==> src/rv_decode_pkg.sv <==
`default_nettype none

package rv_decode_pkg;

    // Major opcode class
    typedef enum logic [4:0] {
        LOAD, LOAD_FP, MISC_MEM, OP_IMM, AUIPC_OP, OP_IMM_32,
        STORE, STORE_FP, AMO, OP, LUI_OP, OP_32,
        MADD, MSUB, NMSUB, NMADD, OP_FP, OP_V,
        BRANCH, JALR_OP, JAL_OP, SYSTEM, OP_VE,
        RESERVED
    } opcode_e;

    // Immediate format
    typedef enum logic [2:0] {
        R_TYPE,
        R4_TYPE,
        I_TYPE,
        S_TYPE,
        B_TYPE,
        U_TYPE,
        J_TYPE
    } inst_type_e;

    // ALU operation, comparisons double as branch conditions
    typedef enum logic [4:0] {
        ALU_NOP,
        ALU_ADD, ALU_SUB, ALU_SLL, ALU_SRL, ALU_SRA,
        ALU_XOR, ALU_OR, ALU_AND,
        ALU_LT, ALU_LTU, ALU_EQ, ALU_NE, ALU_GE, ALU_GEU,
        ALU_LUI, ALU_AUIPC, ALU_JAL, ALU_JALR
    } alu_e;

    // Operand selection
    typedef enum logic [1:0] {
        OPE_NOP,
        OPE_RS1_RS2,
        OPE_RS1_IMM,
        OPE_RS1_RS2_IMM
    } ope_sel_e;

    // Memory access size, DATA_NONE for everything but loads and stores
    typedef enum logic [2:0] {
        DATA_NONE,
        BYTE_S,
        HALF_S,
        WORD_S,
        BYTE_U,
        HALF_U,
        WORD_U,
        DWORD
    } data_size_e;

endpackage

`default_nettype wire

==> src/rv_isa_pkg.sv <==
`default_nettype none

package rv_isa_pkg;

    //////////////////////////////
    // Word and field widths
    //////////////////////////////
    localparam int ILEN       = 32;
    localparam int REG_ADDR_W = 5;
    localparam int OPCODE_W   = 7;

    //////////////////////////////
    // Major opcodes, bits 6:0
    //////////////////////////////
    localparam logic [OPCODE_W-1:0] OPC_LOAD      = 7'b00_000_11;
    localparam logic [OPCODE_W-1:0] OPC_LOAD_FP   = 7'b00_001_11;
    localparam logic [OPCODE_W-1:0] OPC_MISC_MEM  = 7'b00_011_11;
    localparam logic [OPCODE_W-1:0] OPC_OP_IMM    = 7'b00_100_11;
    localparam logic [OPCODE_W-1:0] OPC_AUIPC     = 7'b00_101_11;
    localparam logic [OPCODE_W-1:0] OPC_OP_IMM_32 = 7'b00_110_11;
    localparam logic [OPCODE_W-1:0] OPC_STORE     = 7'b01_000_11;
    localparam logic [OPCODE_W-1:0] OPC_STORE_FP  = 7'b01_001_11;
    localparam logic [OPCODE_W-1:0] OPC_AMO       = 7'b01_011_11;
    localparam logic [OPCODE_W-1:0] OPC_OP        = 7'b01_100_11;
    localparam logic [OPCODE_W-1:0] OPC_LUI       = 7'b01_101_11;
    localparam logic [OPCODE_W-1:0] OPC_OP_32     = 7'b01_110_11;
    localparam logic [OPCODE_W-1:0] OPC_MADD      = 7'b10_000_11;
    localparam logic [OPCODE_W-1:0] OPC_MSUB      = 7'b10_001_11;
    localparam logic [OPCODE_W-1:0] OPC_NMSUB     = 7'b10_010_11;
    localparam logic [OPCODE_W-1:0] OPC_NMADD     = 7'b10_011_11;
    localparam logic [OPCODE_W-1:0] OPC_OP_FP     = 7'b10_100_11;
    localparam logic [OPCODE_W-1:0] OPC_OP_V      = 7'b10_101_11;
    localparam logic [OPCODE_W-1:0] OPC_BRANCH    = 7'b11_000_11;
    localparam logic [OPCODE_W-1:0] OPC_JALR      = 7'b11_001_11;
    localparam logic [OPCODE_W-1:0] OPC_JAL       = 7'b11_011_11;
    localparam logic [OPCODE_W-1:0] OPC_SYSTEM    = 7'b11_100_11;
    localparam logic [OPCODE_W-1:0] OPC_OP_VE     = 7'b11_101_11;

    // Integer ALU funct3
    localparam logic [2:0] F3_ADD  = 3'b000;
    localparam logic [2:0] F3_SLL  = 3'b001;
    localparam logic [2:0] F3_SLT  = 3'b010;
    localparam logic [2:0] F3_SLTU = 3'b011;
    localparam logic [2:0] F3_XOR  = 3'b100;
    localparam logic [2:0] F3_SRL  = 3'b101;
    localparam logic [2:0] F3_OR   = 3'b110;
    localparam logic [2:0] F3_AND  = 3'b111;
    localparam logic [2:0] F3_JALR = 3'b000;

    // Branch conditions
    localparam logic [2:0] F3_BEQ  = 3'b000;
    localparam logic [2:0] F3_BNE  = 3'b001;
    localparam logic [2:0] F3_BLT  = 3'b100;
    localparam logic [2:0] F3_BGE  = 3'b101;
    localparam logic [2:0] F3_BLTU = 3'b110;
    localparam logic [2:0] F3_BGEU = 3'b111;

    // Load and store widths
    localparam logic [2:0] F3_LB  = 3'b000;
    localparam logic [2:0] F3_LH  = 3'b001;
    localparam logic [2:0] F3_LW  = 3'b010;
    localparam logic [2:0] F3_LD  = 3'b011;
    localparam logic [2:0] F3_LBU = 3'b100;
    localparam logic [2:0] F3_LHU = 3'b101;
    localparam logic [2:0] F3_LWU = 3'b110;
    localparam logic [2:0] F3_SD  = 3'b011;

    // funct7, the alternate form selects SUB and SRA
    localparam logic [6:0] F7_BASE = 7'b000_0000;
    localparam logic [6:0] F7_ALT  = 7'b010_0000;

    // Register view and immediate view of one instruction word
    typedef union packed {
        struct packed {
            logic [6:0]            funct7;
            logic [REG_ADDR_W-1:0] rs2;
            logic [REG_ADDR_W-1:0] rs1;
            logic [2:0]            funct3;
            logic [REG_ADDR_W-1:0] rd;
            logic [OPCODE_W-1:0]   opcode;
        } r;
        struct packed {
            logic [11:0]           imm12;
            logic [REG_ADDR_W-1:0] rs1;
            logic [2:0]            funct3;
            logic [REG_ADDR_W-1:0] rd;
            logic [OPCODE_W-1:0]   opcode;
        } i;
    } rv_inst_u;

endpackage

`default_nettype wire

==> src/rv_ctrl_decode.sv <==
`timescale 1ns/1ps
`default_nettype none

module rv_ctrl_decode
    import rv_isa_pkg::*;
    import rv_decode_pkg::*;
#(
    parameter int XLEN = 64
) (
    input  rv_inst_u   inst_i,
    output inst_type_e inst_type_o,
    output alu_e       alu_type_o,
    output ope_sel_e   ope_sel_o,
    output data_size_e data_size_o
);

    localparam bit         RV64 = (XLEN == 64);
    localparam logic [6:0] ANY7 = 7'b???????;
    localparam logic [2:0] ANY3 = 3'b???;

    logic [16:0] key;
    logic [2:0]  funct3;
    logic        alt;
    logic        imm_alt;
    logic        shamt_hi;

    assign funct3   = inst_i.r.funct3;
    assign key      = {inst_i.r.funct7, funct3, inst_i.r.opcode};
    assign alt      = inst_i.r.funct7[5];
    // In immediate forms bit 30 means SRA only for the right shift
    assign imm_alt  = alt && (funct3 == F3_SRL);
    // Shift amount above 31, legal on RV64 only
    assign shamt_hi = inst_i.r.funct7[0] && (funct3 == F3_SLL || funct3 == F3_SRL);

    function automatic alu_e arith_alu(input logic [2:0] f3, input logic alt_op);
        case (f3)
            F3_ADD:  return alt_op ? ALU_SUB : ALU_ADD;
            F3_SLL:  return ALU_SLL;
            F3_SLT:  return ALU_LT;
            F3_SLTU: return ALU_LTU;
            F3_XOR:  return ALU_XOR;
            F3_SRL:  return alt_op ? ALU_SRA : ALU_SRL;
            F3_OR:   return ALU_OR;
            default: return ALU_AND;
        endcase
    endfunction

    function automatic alu_e branch_alu(input logic [2:0] f3);
        case (f3)
            F3_BEQ:  return ALU_EQ;
            F3_BNE:  return ALU_NE;
            F3_BLT:  return ALU_LT;
            F3_BGE:  return ALU_GE;
            F3_BLTU: return ALU_LTU;
            F3_BGEU: return ALU_GEU;
            default: return ALU_NOP;
        endcase
    endfunction

    function automatic data_size_e load_size(input logic [2:0] f3);
        case (f3)
            F3_LB:   return BYTE_S;
            F3_LH:   return HALF_S;
            F3_LW:   return WORD_S;
            F3_LD:   return DWORD;
            F3_LBU:  return BYTE_U;
            F3_LHU:  return HALF_U;
            F3_LWU:  return WORD_U;
            default: return DATA_NONE;
        endcase
    endfunction

    //////////////////////////////
    // Instruction table
    //////////////////////////////
    always_comb begin
        inst_type_o = I_TYPE;
        alu_type_o  = ALU_NOP;
        ope_sel_o   = OPE_NOP;
        data_size_o = DATA_NONE;
        unique casez (key)
            {ANY7, ANY3, OPC_LUI}: begin
                inst_type_o = U_TYPE;
                alu_type_o  = ALU_LUI;
                ope_sel_o   = OPE_RS1_RS2_IMM;
            end
            {ANY7, ANY3, OPC_AUIPC}: begin
                inst_type_o = U_TYPE;
                alu_type_o  = ALU_AUIPC;
                ope_sel_o   = OPE_RS1_RS2_IMM;
            end
            {ANY7, ANY3, OPC_JAL}: begin
                inst_type_o = J_TYPE;
                alu_type_o  = ALU_JAL;
                ope_sel_o   = OPE_RS1_RS2_IMM;
            end
            {ANY7, F3_JALR, OPC_JALR}: begin
                alu_type_o = ALU_JALR;
                ope_sel_o  = OPE_RS1_IMM;
            end
            {ANY7, 3'b00?, OPC_BRANCH}, {ANY7, 3'b1??, OPC_BRANCH}: begin
                inst_type_o = B_TYPE;
                alu_type_o  = branch_alu(funct3);
                ope_sel_o   = OPE_RS1_RS2_IMM;
            end
            {ANY7, 3'b0??, OPC_LOAD}, {ANY7, 3'b10?, OPC_LOAD}, {ANY7, F3_LWU, OPC_LOAD}: begin
                if (RV64 || !(funct3 inside {F3_LD, F3_LWU})) begin
                    alu_type_o  = ALU_ADD;
                    ope_sel_o   = OPE_RS1_IMM;
                    data_size_o = load_size(funct3);
                end
            end
            {ANY7, 3'b0??, OPC_STORE}: begin
                if (RV64 || funct3 != F3_SD) begin
                    inst_type_o = S_TYPE;
                    alu_type_o  = ALU_ADD;
                    ope_sel_o   = OPE_RS1_IMM;
                    // SB, SH and SW take the unsigned sizes
                    data_size_o = (funct3 == F3_SD) ? DWORD : load_size({1'b1, funct3[1:0]});
                end
            end
            {ANY7, F3_ADD, OPC_OP_IMM}, {ANY7, 3'b01?, OPC_OP_IMM},
            {ANY7, 3'b1?0, OPC_OP_IMM}, {ANY7, F3_AND, OPC_OP_IMM},
            {7'b000000?, F3_SLL, OPC_OP_IMM}, {7'b0?0000?, F3_SRL, OPC_OP_IMM}: begin
                if (RV64 || !shamt_hi) begin
                    alu_type_o = arith_alu(funct3, imm_alt);
                    ope_sel_o  = OPE_RS1_IMM;
                end
            end
            {F7_BASE, ANY3, OPC_OP}, {F7_ALT, F3_ADD, OPC_OP}, {F7_ALT, F3_SRL, OPC_OP}: begin
                inst_type_o = R_TYPE;
                alu_type_o  = arith_alu(funct3, alt);
                ope_sel_o   = OPE_RS1_RS2;
            end
            // RV64 W forms
            {ANY7, F3_ADD, OPC_OP_IMM_32}, {F7_BASE, F3_SLL, OPC_OP_IMM_32},
            {7'b0?00000, F3_SRL, OPC_OP_IMM_32}: begin
                if (RV64) begin
                    alu_type_o = arith_alu(funct3, imm_alt);
                    ope_sel_o  = OPE_RS1_IMM;
                end
            end
            {7'b0?00000, F3_ADD, OPC_OP_32}, {F7_BASE, F3_SLL, OPC_OP_32},
            {7'b0?00000, F3_SRL, OPC_OP_32}: begin
                if (RV64) begin
                    inst_type_o = R_TYPE;
                    alu_type_o  = arith_alu(funct3, alt);
                    ope_sel_o   = OPE_RS1_RS2;
                end
            end
            default: begin
                // Anything else keeps the NOP row
            end
        endcase
    end

    // Operand selection and ALU op agree on which rows are real instructions
    a_nop_pairing: assert final ((ope_sel_o == OPE_NOP) == (alu_type_o == ALU_NOP));

endmodule

`default_nettype wire

==> src/rv_decode_reg.sv <==
`timescale 1ns/1ps
`default_nettype none

module rv_decode_reg
    import rv_isa_pkg::*;
    import rv_decode_pkg::*;
#(
    parameter int XLEN = 64
) (
    input  logic                  clk_i,
    input  logic                  arst_n_i,
    input  logic                  inst_valid_i,
    input  logic [REG_ADDR_W-1:0] rs1_addr_i,
    input  logic [REG_ADDR_W-1:0] rs2_addr_i,
    input  logic [REG_ADDR_W-1:0] rs3_addr_i,
    input  logic [REG_ADDR_W-1:0] rd_addr_i,
    input  opcode_e               opcode_i,
    input  alu_e                  alu_type_i,
    input  ope_sel_e              ope_sel_i,
    input  data_size_e            data_size_i,
    input  logic [XLEN-1:0]       imm_i,
    output logic                  dec_valid_o,
    output logic [REG_ADDR_W-1:0] rs1_addr_o,
    output logic [REG_ADDR_W-1:0] rs2_addr_o,
    output logic [REG_ADDR_W-1:0] rs3_addr_o,
    output logic [REG_ADDR_W-1:0] rd_addr_o,
    output opcode_e               opcode_o,
    output alu_e                  alu_type_o,
    output ope_sel_e              ope_sel_o,
    output data_size_e            data_size_o,
    output logic [XLEN-1:0]       imm_o
);

    always_ff @(posedge clk_i or negedge arst_n_i) begin
        if (!arst_n_i) begin
            dec_valid_o <= 1'b0;
        end else begin
            dec_valid_o <= inst_valid_i;
        end
    end

    // Outputs hold between strobes
    always_ff @(posedge clk_i or negedge arst_n_i) begin
        if (!arst_n_i) begin
            rs1_addr_o  <= '0;
            rs2_addr_o  <= '0;
            rs3_addr_o  <= '0;
            rd_addr_o   <= '0;
            opcode_o    <= opcode_e'(0);
            alu_type_o  <= ALU_NOP;
            ope_sel_o   <= OPE_NOP;
            data_size_o <= DATA_NONE;
            imm_o       <= '0;
        end else if (inst_valid_i) begin
            rs1_addr_o  <= rs1_addr_i;
            rs2_addr_o  <= rs2_addr_i;
            rs3_addr_o  <= rs3_addr_i;
            // Stores and branches write no register
            rd_addr_o   <= (opcode_i inside {STORE, STORE_FP, BRANCH}) ? '0 : rd_addr_i;
            opcode_o    <= opcode_i;
            alu_type_o  <= alu_type_i;
            ope_sel_o   <= ope_sel_i;
            data_size_o <= data_size_i;
            imm_o       <= imm_i;
        end
    end

    a_valid_after_strobe: assert property (
        @(posedge clk_i) disable iff (!arst_n_i)
        dec_valid_o |-> $past(inst_valid_i)
    );

endmodule

`default_nettype wire

==> src/rv_decoder_top.sv <==
`timescale 1ns/1ps
`default_nettype none

module rv_decoder_top
    import rv_isa_pkg::*;
    import rv_decode_pkg::*;
#(
    parameter int XLEN = 64
) (
    input  logic                  clk_i,
    input  logic                  arst_n_i,
    input  logic                  inst_valid_i,
    input  rv_inst_u              inst_i,
    output logic                  dec_valid_o,
    output logic [REG_ADDR_W-1:0] rs1_addr_o,
    output logic [REG_ADDR_W-1:0] rs2_addr_o,
    output logic [REG_ADDR_W-1:0] rs3_addr_o,
    output logic [REG_ADDR_W-1:0] rd_addr_o,
    output logic [XLEN-1:0]       imm_o,
    output opcode_e               opcode_o,
    output alu_e                  alu_type_o,
    output ope_sel_e              ope_sel_o,
    output data_size_e            data_size_o
);

    opcode_e         opcode;
    inst_type_e      inst_type;
    alu_e            alu_type;
    ope_sel_e        ope_sel;
    data_size_e      data_size;
    logic [XLEN-1:0] imm;

    rv_opcode_map rv_opcode_map_inst (
        .opcode_i (inst_i.r.opcode),
        .opcode_o (opcode)
    );

    rv_ctrl_decode #(
        .XLEN (XLEN)
    ) rv_ctrl_decode_inst (
        .inst_i      (inst_i),
        .inst_type_o (inst_type),
        .alu_type_o  (alu_type),
        .ope_sel_o   (ope_sel),
        .data_size_o (data_size)
    );

    rv_imm_gen #(
        .XLEN (XLEN)
    ) rv_imm_gen_inst (
        .inst_i      (inst_i),
        .inst_type_i (inst_type),
        .imm_o       (imm)
    );

    // rs3 sits in bits 31:27, the top of funct7
    rv_decode_reg #(
        .XLEN (XLEN)
    ) rv_decode_reg_inst (
        .clk_i        (clk_i),
        .arst_n_i     (arst_n_i),
        .inst_valid_i (inst_valid_i),
        .rs1_addr_i   (inst_i.r.rs1),
        .rs2_addr_i   (inst_i.r.rs2),
        .rs3_addr_i   (inst_i.r.funct7[6:2]),
        .rd_addr_i    (inst_i.r.rd),
        .opcode_i     (opcode),
        .alu_type_i   (alu_type),
        .ope_sel_i    (ope_sel),
        .data_size_i  (data_size),
        .imm_i        (imm),
        .dec_valid_o  (dec_valid_o),
        .rs1_addr_o   (rs1_addr_o),
        .rs2_addr_o   (rs2_addr_o),
        .rs3_addr_o   (rs3_addr_o),
        .rd_addr_o    (rd_addr_o),
        .opcode_o     (opcode_o),
        .alu_type_o   (alu_type_o),
        .ope_sel_o    (ope_sel_o),
        .data_size_o  (data_size_o),
        .imm_o        (imm_o)
    );

endmodule

`default_nettype wire

==> src/rv_imm_gen.sv <==
`timescale 1ns/1ps
`default_nettype none

module rv_imm_gen
    import rv_isa_pkg::*;
    import rv_decode_pkg::*;
#(
    parameter int XLEN = 64
) (
    input  rv_inst_u        inst_i,
    input  inst_type_e      inst_type_i,
    output logic [XLEN-1:0] imm_o
);

    logic            sign;
    logic [ILEN-1:0] imm32;

    // Bit 31 is the sign in every format
    assign sign = inst_i.i.imm12[11];

    always_comb begin
        unique case (inst_type_i)
            I_TYPE: begin
                imm32 = {{20{sign}}, inst_i.i.imm12};
            end
            S_TYPE: begin
                imm32 = {{20{sign}}, inst_i.r.funct7, inst_i.r.rd};
            end
            B_TYPE: begin
                imm32 = {{19{sign}}, sign, inst_i.r.rd[0], inst_i.r.funct7[5:0],
                         inst_i.r.rd[4:1], 1'b0};
            end
            U_TYPE: begin
                imm32 = {inst_i.i.imm12, inst_i.i.rs1, inst_i.i.funct3, 12'd0};
            end
            J_TYPE: begin
                // imm[19:12] sits in the rs1 and funct3 fields
                imm32 = {{11{sign}}, sign, inst_i.i.rs1, inst_i.i.funct3,
                         inst_i.i.imm12[0], inst_i.i.imm12[10:1], 1'b0};
            end
            default: begin
                // R and R4 carry no immediate
                imm32 = '0;
            end
        endcase
    end

    assign imm_o = XLEN'($signed(imm32));

endmodule

`default_nettype wire

==> src/rv_opcode_map.sv <==
`timescale 1ns/1ps
`default_nettype none

module rv_opcode_map
    import rv_isa_pkg::*;
    import rv_decode_pkg::*;
(
    input  logic [OPCODE_W-1:0] opcode_i,
    output opcode_e             opcode_o
);

    // Custom slots, the reserved slot and non-32-bit encodings fall to RESERVED
    always_comb begin
        unique case (opcode_i)
            OPC_LOAD:      opcode_o = LOAD;
            OPC_LOAD_FP:   opcode_o = LOAD_FP;
            OPC_MISC_MEM:  opcode_o = MISC_MEM;
            OPC_OP_IMM:    opcode_o = OP_IMM;
            OPC_AUIPC:     opcode_o = AUIPC_OP;
            OPC_OP_IMM_32: opcode_o = OP_IMM_32;
            OPC_STORE:     opcode_o = STORE;
            OPC_STORE_FP:  opcode_o = STORE_FP;
            OPC_AMO:       opcode_o = AMO;
            OPC_OP:        opcode_o = OP;
            OPC_LUI:       opcode_o = LUI_OP;
            OPC_OP_32:     opcode_o = OP_32;
            OPC_MADD:      opcode_o = MADD;
            OPC_MSUB:      opcode_o = MSUB;
            OPC_NMSUB:     opcode_o = NMSUB;
            OPC_NMADD:     opcode_o = NMADD;
            OPC_OP_FP:     opcode_o = OP_FP;
            OPC_OP_V:      opcode_o = OP_V;
            OPC_BRANCH:    opcode_o = BRANCH;
            OPC_JALR:      opcode_o = JALR_OP;
            OPC_JAL:       opcode_o = JAL_OP;
            OPC_SYSTEM:    opcode_o = SYSTEM;
            OPC_OP_VE:     opcode_o = OP_VE;
            default:       opcode_o = RESERVED;
        endcase
    end

endmodule

`default_nettype wire

==> config.mk <==
export PLATFORM = sky130hd
export DESIGN_NAME = rv_decoder_top
export DESIGN_NICKNAME = d
export VERILOG_FILES = /design/src/rv_decode_pkg.sv /design/src/rv_isa_pkg.sv /design/src/rv_ctrl_decode.sv /design/src/rv_decode_reg.sv /design/src/rv_decoder_top.sv /design/src/rv_imm_gen.sv /design/src/rv_opcode_map.sv
export SDC_FILE = /design/constraint.sdc
export NUM_CORES = 1
export LEC_CHECK = 0
export BUFFER_PORTS_ARGS = -buffer_cell sky130_fd_sc_hd__clkbuf_2
export CORE_ASPECT_RATIO = 1.75
export CORE_UTILIZATION = 60
export CTS_CLUSTER_SIZE = 30
export DETAILED_ROUTE_END_ITERATION = 8
export GPL_TIMING_DRIVEN = 0
export PLACE_DENSITY = 0.86
export SLEW_MARGIN = 20
export SYNTH_ARGS = -nofsm -noshare
export SYNTH_HDL_FRONTEND = slang
export SYNTH_HIERARCHICAL = 1
export SYNTH_SLANG_ARGS = --single-unit
==> constraint.sdc <==
create_clock -name clk_i -period 1.4 [get_ports clk_i]
set_clock_uncertainty 0.2 [all_clocks]
set_input_delay 0.14 -clock clk_i [delete_from_list [all_inputs] [get_ports clk_i]]
set_output_delay 0.14 -clock clk_i [all_outputs]
set_load 0.01 [all_outputs]
==> summary.txt <==
Logic synthesis
  – Yosys reg bits: 100
  – Post-synth cell types: between 60 and 70
  – EDFF count, synth: 0
  – Synth top area cells: dfrtp_1 43%, mux2_4 13%, mux2_2 8.6%
  – Synth Flop Type: dfrtp_1
  – Top-area cell type share of the netlist area: about 43%
  – Mapped Cells: roughly 470
  – Syn_nets: between 500 and 600
  – Mean Syn Cell Area: 12.2 sq um
  – Sequential share of the synthesized area: a little over two fifths
  – Cell accounting for the most synthesized area: dfrtp_1
  – Asr flop ratio synth: 100%
  – Synthesis warning total: 6
  – Post-synthesis cell area: 5760 sq um

STA
  – Worst slew pin tran: about 0.68 ns
  – Final period util: 197%
  – Final Max Slew Viols: 0
  – Fmax: around 360 MHz
  – Max-slew headroom: between 50% and 60%
  – Final setup violation count: 76
  – Fin. Hold Viols: 0
  – Setup ws final: -1.36 ns
  – RSZ-0062 raised after global routing: true
  – Final min period: ~2.8 ns

Power
  – PwrDens: between 900 and 1000 nW/um^2
  – Leak: 4.14 nW
  – Peak supply drop: approximately 0.84 mV

Status
  – Outcome: finished with violations
  – Failing checks: setup timing

Global route
  – GRT overflow: 0
  – Total Routing Usage GR: ~36%
  – Met3 GRT Util: 6.11%
  – Busiest grt layer: met2
  – Met2 Usage GRT: between 60% and 70%
  – Largest net degree at the start of global routing: 71
  – Global-route wire length before repair: 28.0 mm
  – Initial antenna violation count: 0
  – Grt met1 use: 39.1%
  – Vias in the first global route: 5,139

Final layout
  – Total Nets Final: 741
  – N_diodes: 0
  – Commonest non-fill, non-tap cell in the layout: clkbuf_2
  – Layout fillers: between 300 and 400
  – Layout area overhead: 47.0%
  – Layout cells sized above 1: around 63%
  – Commonest non-fill, non-tap cells in the layout: 120 x clkbuf_2, 100 x dfrtp_1, 76 x mux2_4, 54 x buf_6, 53 x buf_4
  – Non-Filler Instances: 831

CTS
  – CTS root buf: clkbuf_16
  – CTS tree: done
  – Clk sink count: 100
  – Clock transition at path regs: 0.08 ns
  – Clock Latency Late Sink: about 0.35 ns
  – Buffer depth of the longest clock path: 2
  – Num CTS Buffers: 9
  – H-tree Lvls: 3

Place
  – Dpl ws: -2.17 ns
  – Placed Cells: 729
  – Routability cong.: between 0.8 and 0.9
  – Post-detail-place hpwl: roughly 11 mm
  – Port Buffers: roughly 130

Routing
  – Routed wire length per instance: between 20 and 30 microns
  – Wirelength, routed: approximately 21 mm
  – Via count: roughly 5,200
  – Routed Antenna Nets: 0
  – Drt drc: 0
  – DRT iter0 DRCs: slightly above 500
  – Via-per-instance ratio: ~6.3
  – Drt first pass iters: 6

Setup path
  – Reg-to-reg startpoint: rv_decode_reg_inst/imm_o[20]$_DFFE_PN0P_
  – Critical path class: in2reg
  – Slowest cell on crit path: or4_4
  – CP endpoint kind: register
  – Most used cell, CP: buf_6
  – Worst path required time: 1.45 ns
  – Worst Path Max Fanout: 8
  – RR Endpoint: rv_decode_reg_inst/imm_o[20]$_DFFE_PN0P_
  – Slowest cell delay on critical path: between 0.4 and 0.5 ns
  – Startpoint Class: input port
  – Last element of the critical path: rv_decode_reg_inst/imm_o[58]$_DFFE_PN0P_
  – CP arrival: about 2.8 ns
  – Crit path cell chain: buf_8 -> or3_4 -> or4_4 -> nor4_4 -> or2_4 -> o221ai_4 -> buf_6 -> buf_12 -> o21ai_4 -> buf_6 -> a21oi_4 -> buf_4 -> mux2_4
  – Worst setup path startpoint: inst_i[31]
  – R2R Setup Slk: 0.38 ns
  – Reg2reg path depth: 1

Floorplan
  – Die Wd: ~76 microns
  – Core area: 9410 sq um
  – Die ar.: about 10,000 sq um
  – Initial Util: between 60% and 70%
  – Die Y-Extent: around 130 microns
  – Rows: 47
  – Boundary pin count: approximately 140

Run
  – Max cap viols: 0

Hold path
  – Hold path depth: 3
  – Hold WC Path Type: in2reg
-- Yosys cell counts, drive strengths merged (10+ instances only) --
cell    count
nor3b      10
nand2      23
mux2       94
a21oi      12
nand4b     12
dfrtp     100
inv        11
buf        63
mux2i      10
nand3      17
-- layer usage --
layer  wire length, microns  vias up
met3                   1300      112
met4                   1340        0
met5                      0        -
li1                       -     2162
met2                  11000      348
met1                   7200     2594
-- critical path: cells and delay by family --
family | cells | cell delay (ns)
AND/OR/NAND/NOR | 4 | 1.25
AO/OA/AOI/OAI | 3 | 0.42
buffers and inverters | 5 | 0.74
multiplexers | 1 | 0.25
-- stage by stage --
step           utilization (%)  power (W)  TNS (ns)  instance area, sq um  hold WS, ns
6_report                  90.0    0.00787    -86.75                  8470       0.0170
5_1_grt                   90.0    0.00810    -89.80                  8470       0.0256
4_1_cts                   85.3    0.00762    -76.92                  8020     0.000665
3_5_place_dp              73.4    0.00503   -131.71                  6910       -0.147
3_3_place_gp              73.0    0.00494   -246.42                  6870       0.0889
2_1_floorplan                -    0.00438    -92.89                  6050       -0.356
-- how the worst min path moves through the flow --
stage,startpoint,endpoint,slack (ns)
after floorplan,arst_n_i,rv_decode_reg_inst/alu_type_o[0]$_DFFE_PN0P_,-0.36
after global placement,inst_valid_i,rv_decode_reg_inst/dec_valid_o$_DFF_PN0_,0.09
after detailed placement,arst_n_i,rv_decode_reg_inst/imm_o[37]$_DFFE_PN0P_,-0.15
after CTS,inst_i[8],rv_decode_reg_inst/imm_o[1]$_DFFE_PN0P_,0.0007
after global routing,inst_i[10],rv_decode_reg_inst/imm_o[3]$_DFFE_PN0P_,0.03
final,inst_i[10],rv_decode_reg_inst/imm_o[3]$_DFFE_PN0P_,0.02
-- flip-flops by register name, summed over array words and instances (netlist names) --
name / cells
rv_decode_reg_inst/rd_addr_o: 5
rv_decode_reg_inst/imm_o: 64
rv_decode_reg_inst/rs2_addr_o: 5
rv_decode_reg_inst/rs1_addr_o: 5
rv_decode_reg_inst/data_size_o: 3
rv_decode_reg_inst/rs3_addr_o: 5
rv_decode_reg_inst/opcode_o: 5
rv_decode_reg_inst/alu_type_o: 5
rv_decode_reg_inst/dec_valid_o: 1
rv_decode_reg_inst/ope_sel_o: 2
-- power breakdown --
part,internal (W),switching (W)
sequential,0.00317,0.000193
combinational,0.00108,0.000991
clock,0.00124,0.00120
-- logic make-up (layout without fill, tap and decap cells) --
| kind of cell | after synthesis | after routing | synth area share [%] |
|---|---|---|---|
| multiplexers | 104 | 104 | 23.4 |
| buffers and inverters | 78 | 311 | 10.0 |
| AO/OA/AOI/OAI | 64 | 68 | 8.71 |
| XOR/XNOR | 2 | 2 | 0.304 |
| flip-flops | 100 | 100 | 43.4 |
| AND/OR/NAND/NOR | 122 | 122 | 13.7 |
| adder cells (fa/ha/maj) | 2 | 2 | 0.434 |
-- area by class of cell --
type / count / area, sq um / share of cell area (%)
plain buffers: 65 / 689 / 8.14
clock buffers: 10 / 229 / 2.70
clock inverters: 6 / 55.1 / 0.650
inverters: 11 / 41.3 / 0.488
multi-input cells: 298 / 3190 / 37.6
flip-flops and latches: 100 / 2500 / 29.6
well taps: 122 / 153 / 1.80
repair buffers: 219 / 1610 / 19.0
-- what timing repair did --
action                                  in CTS  in global routing
endpoints found under the setup margin      75                 76
setup buffers                               30                 33
cloned                                       6                  2
hold buffers                                22                  1
gates resized for setup                     74                 83
pin swaps                                   16                 12
hold endpoints to repair                   121                  1
No activity file was read; power rests on OpenSTA's default activity.
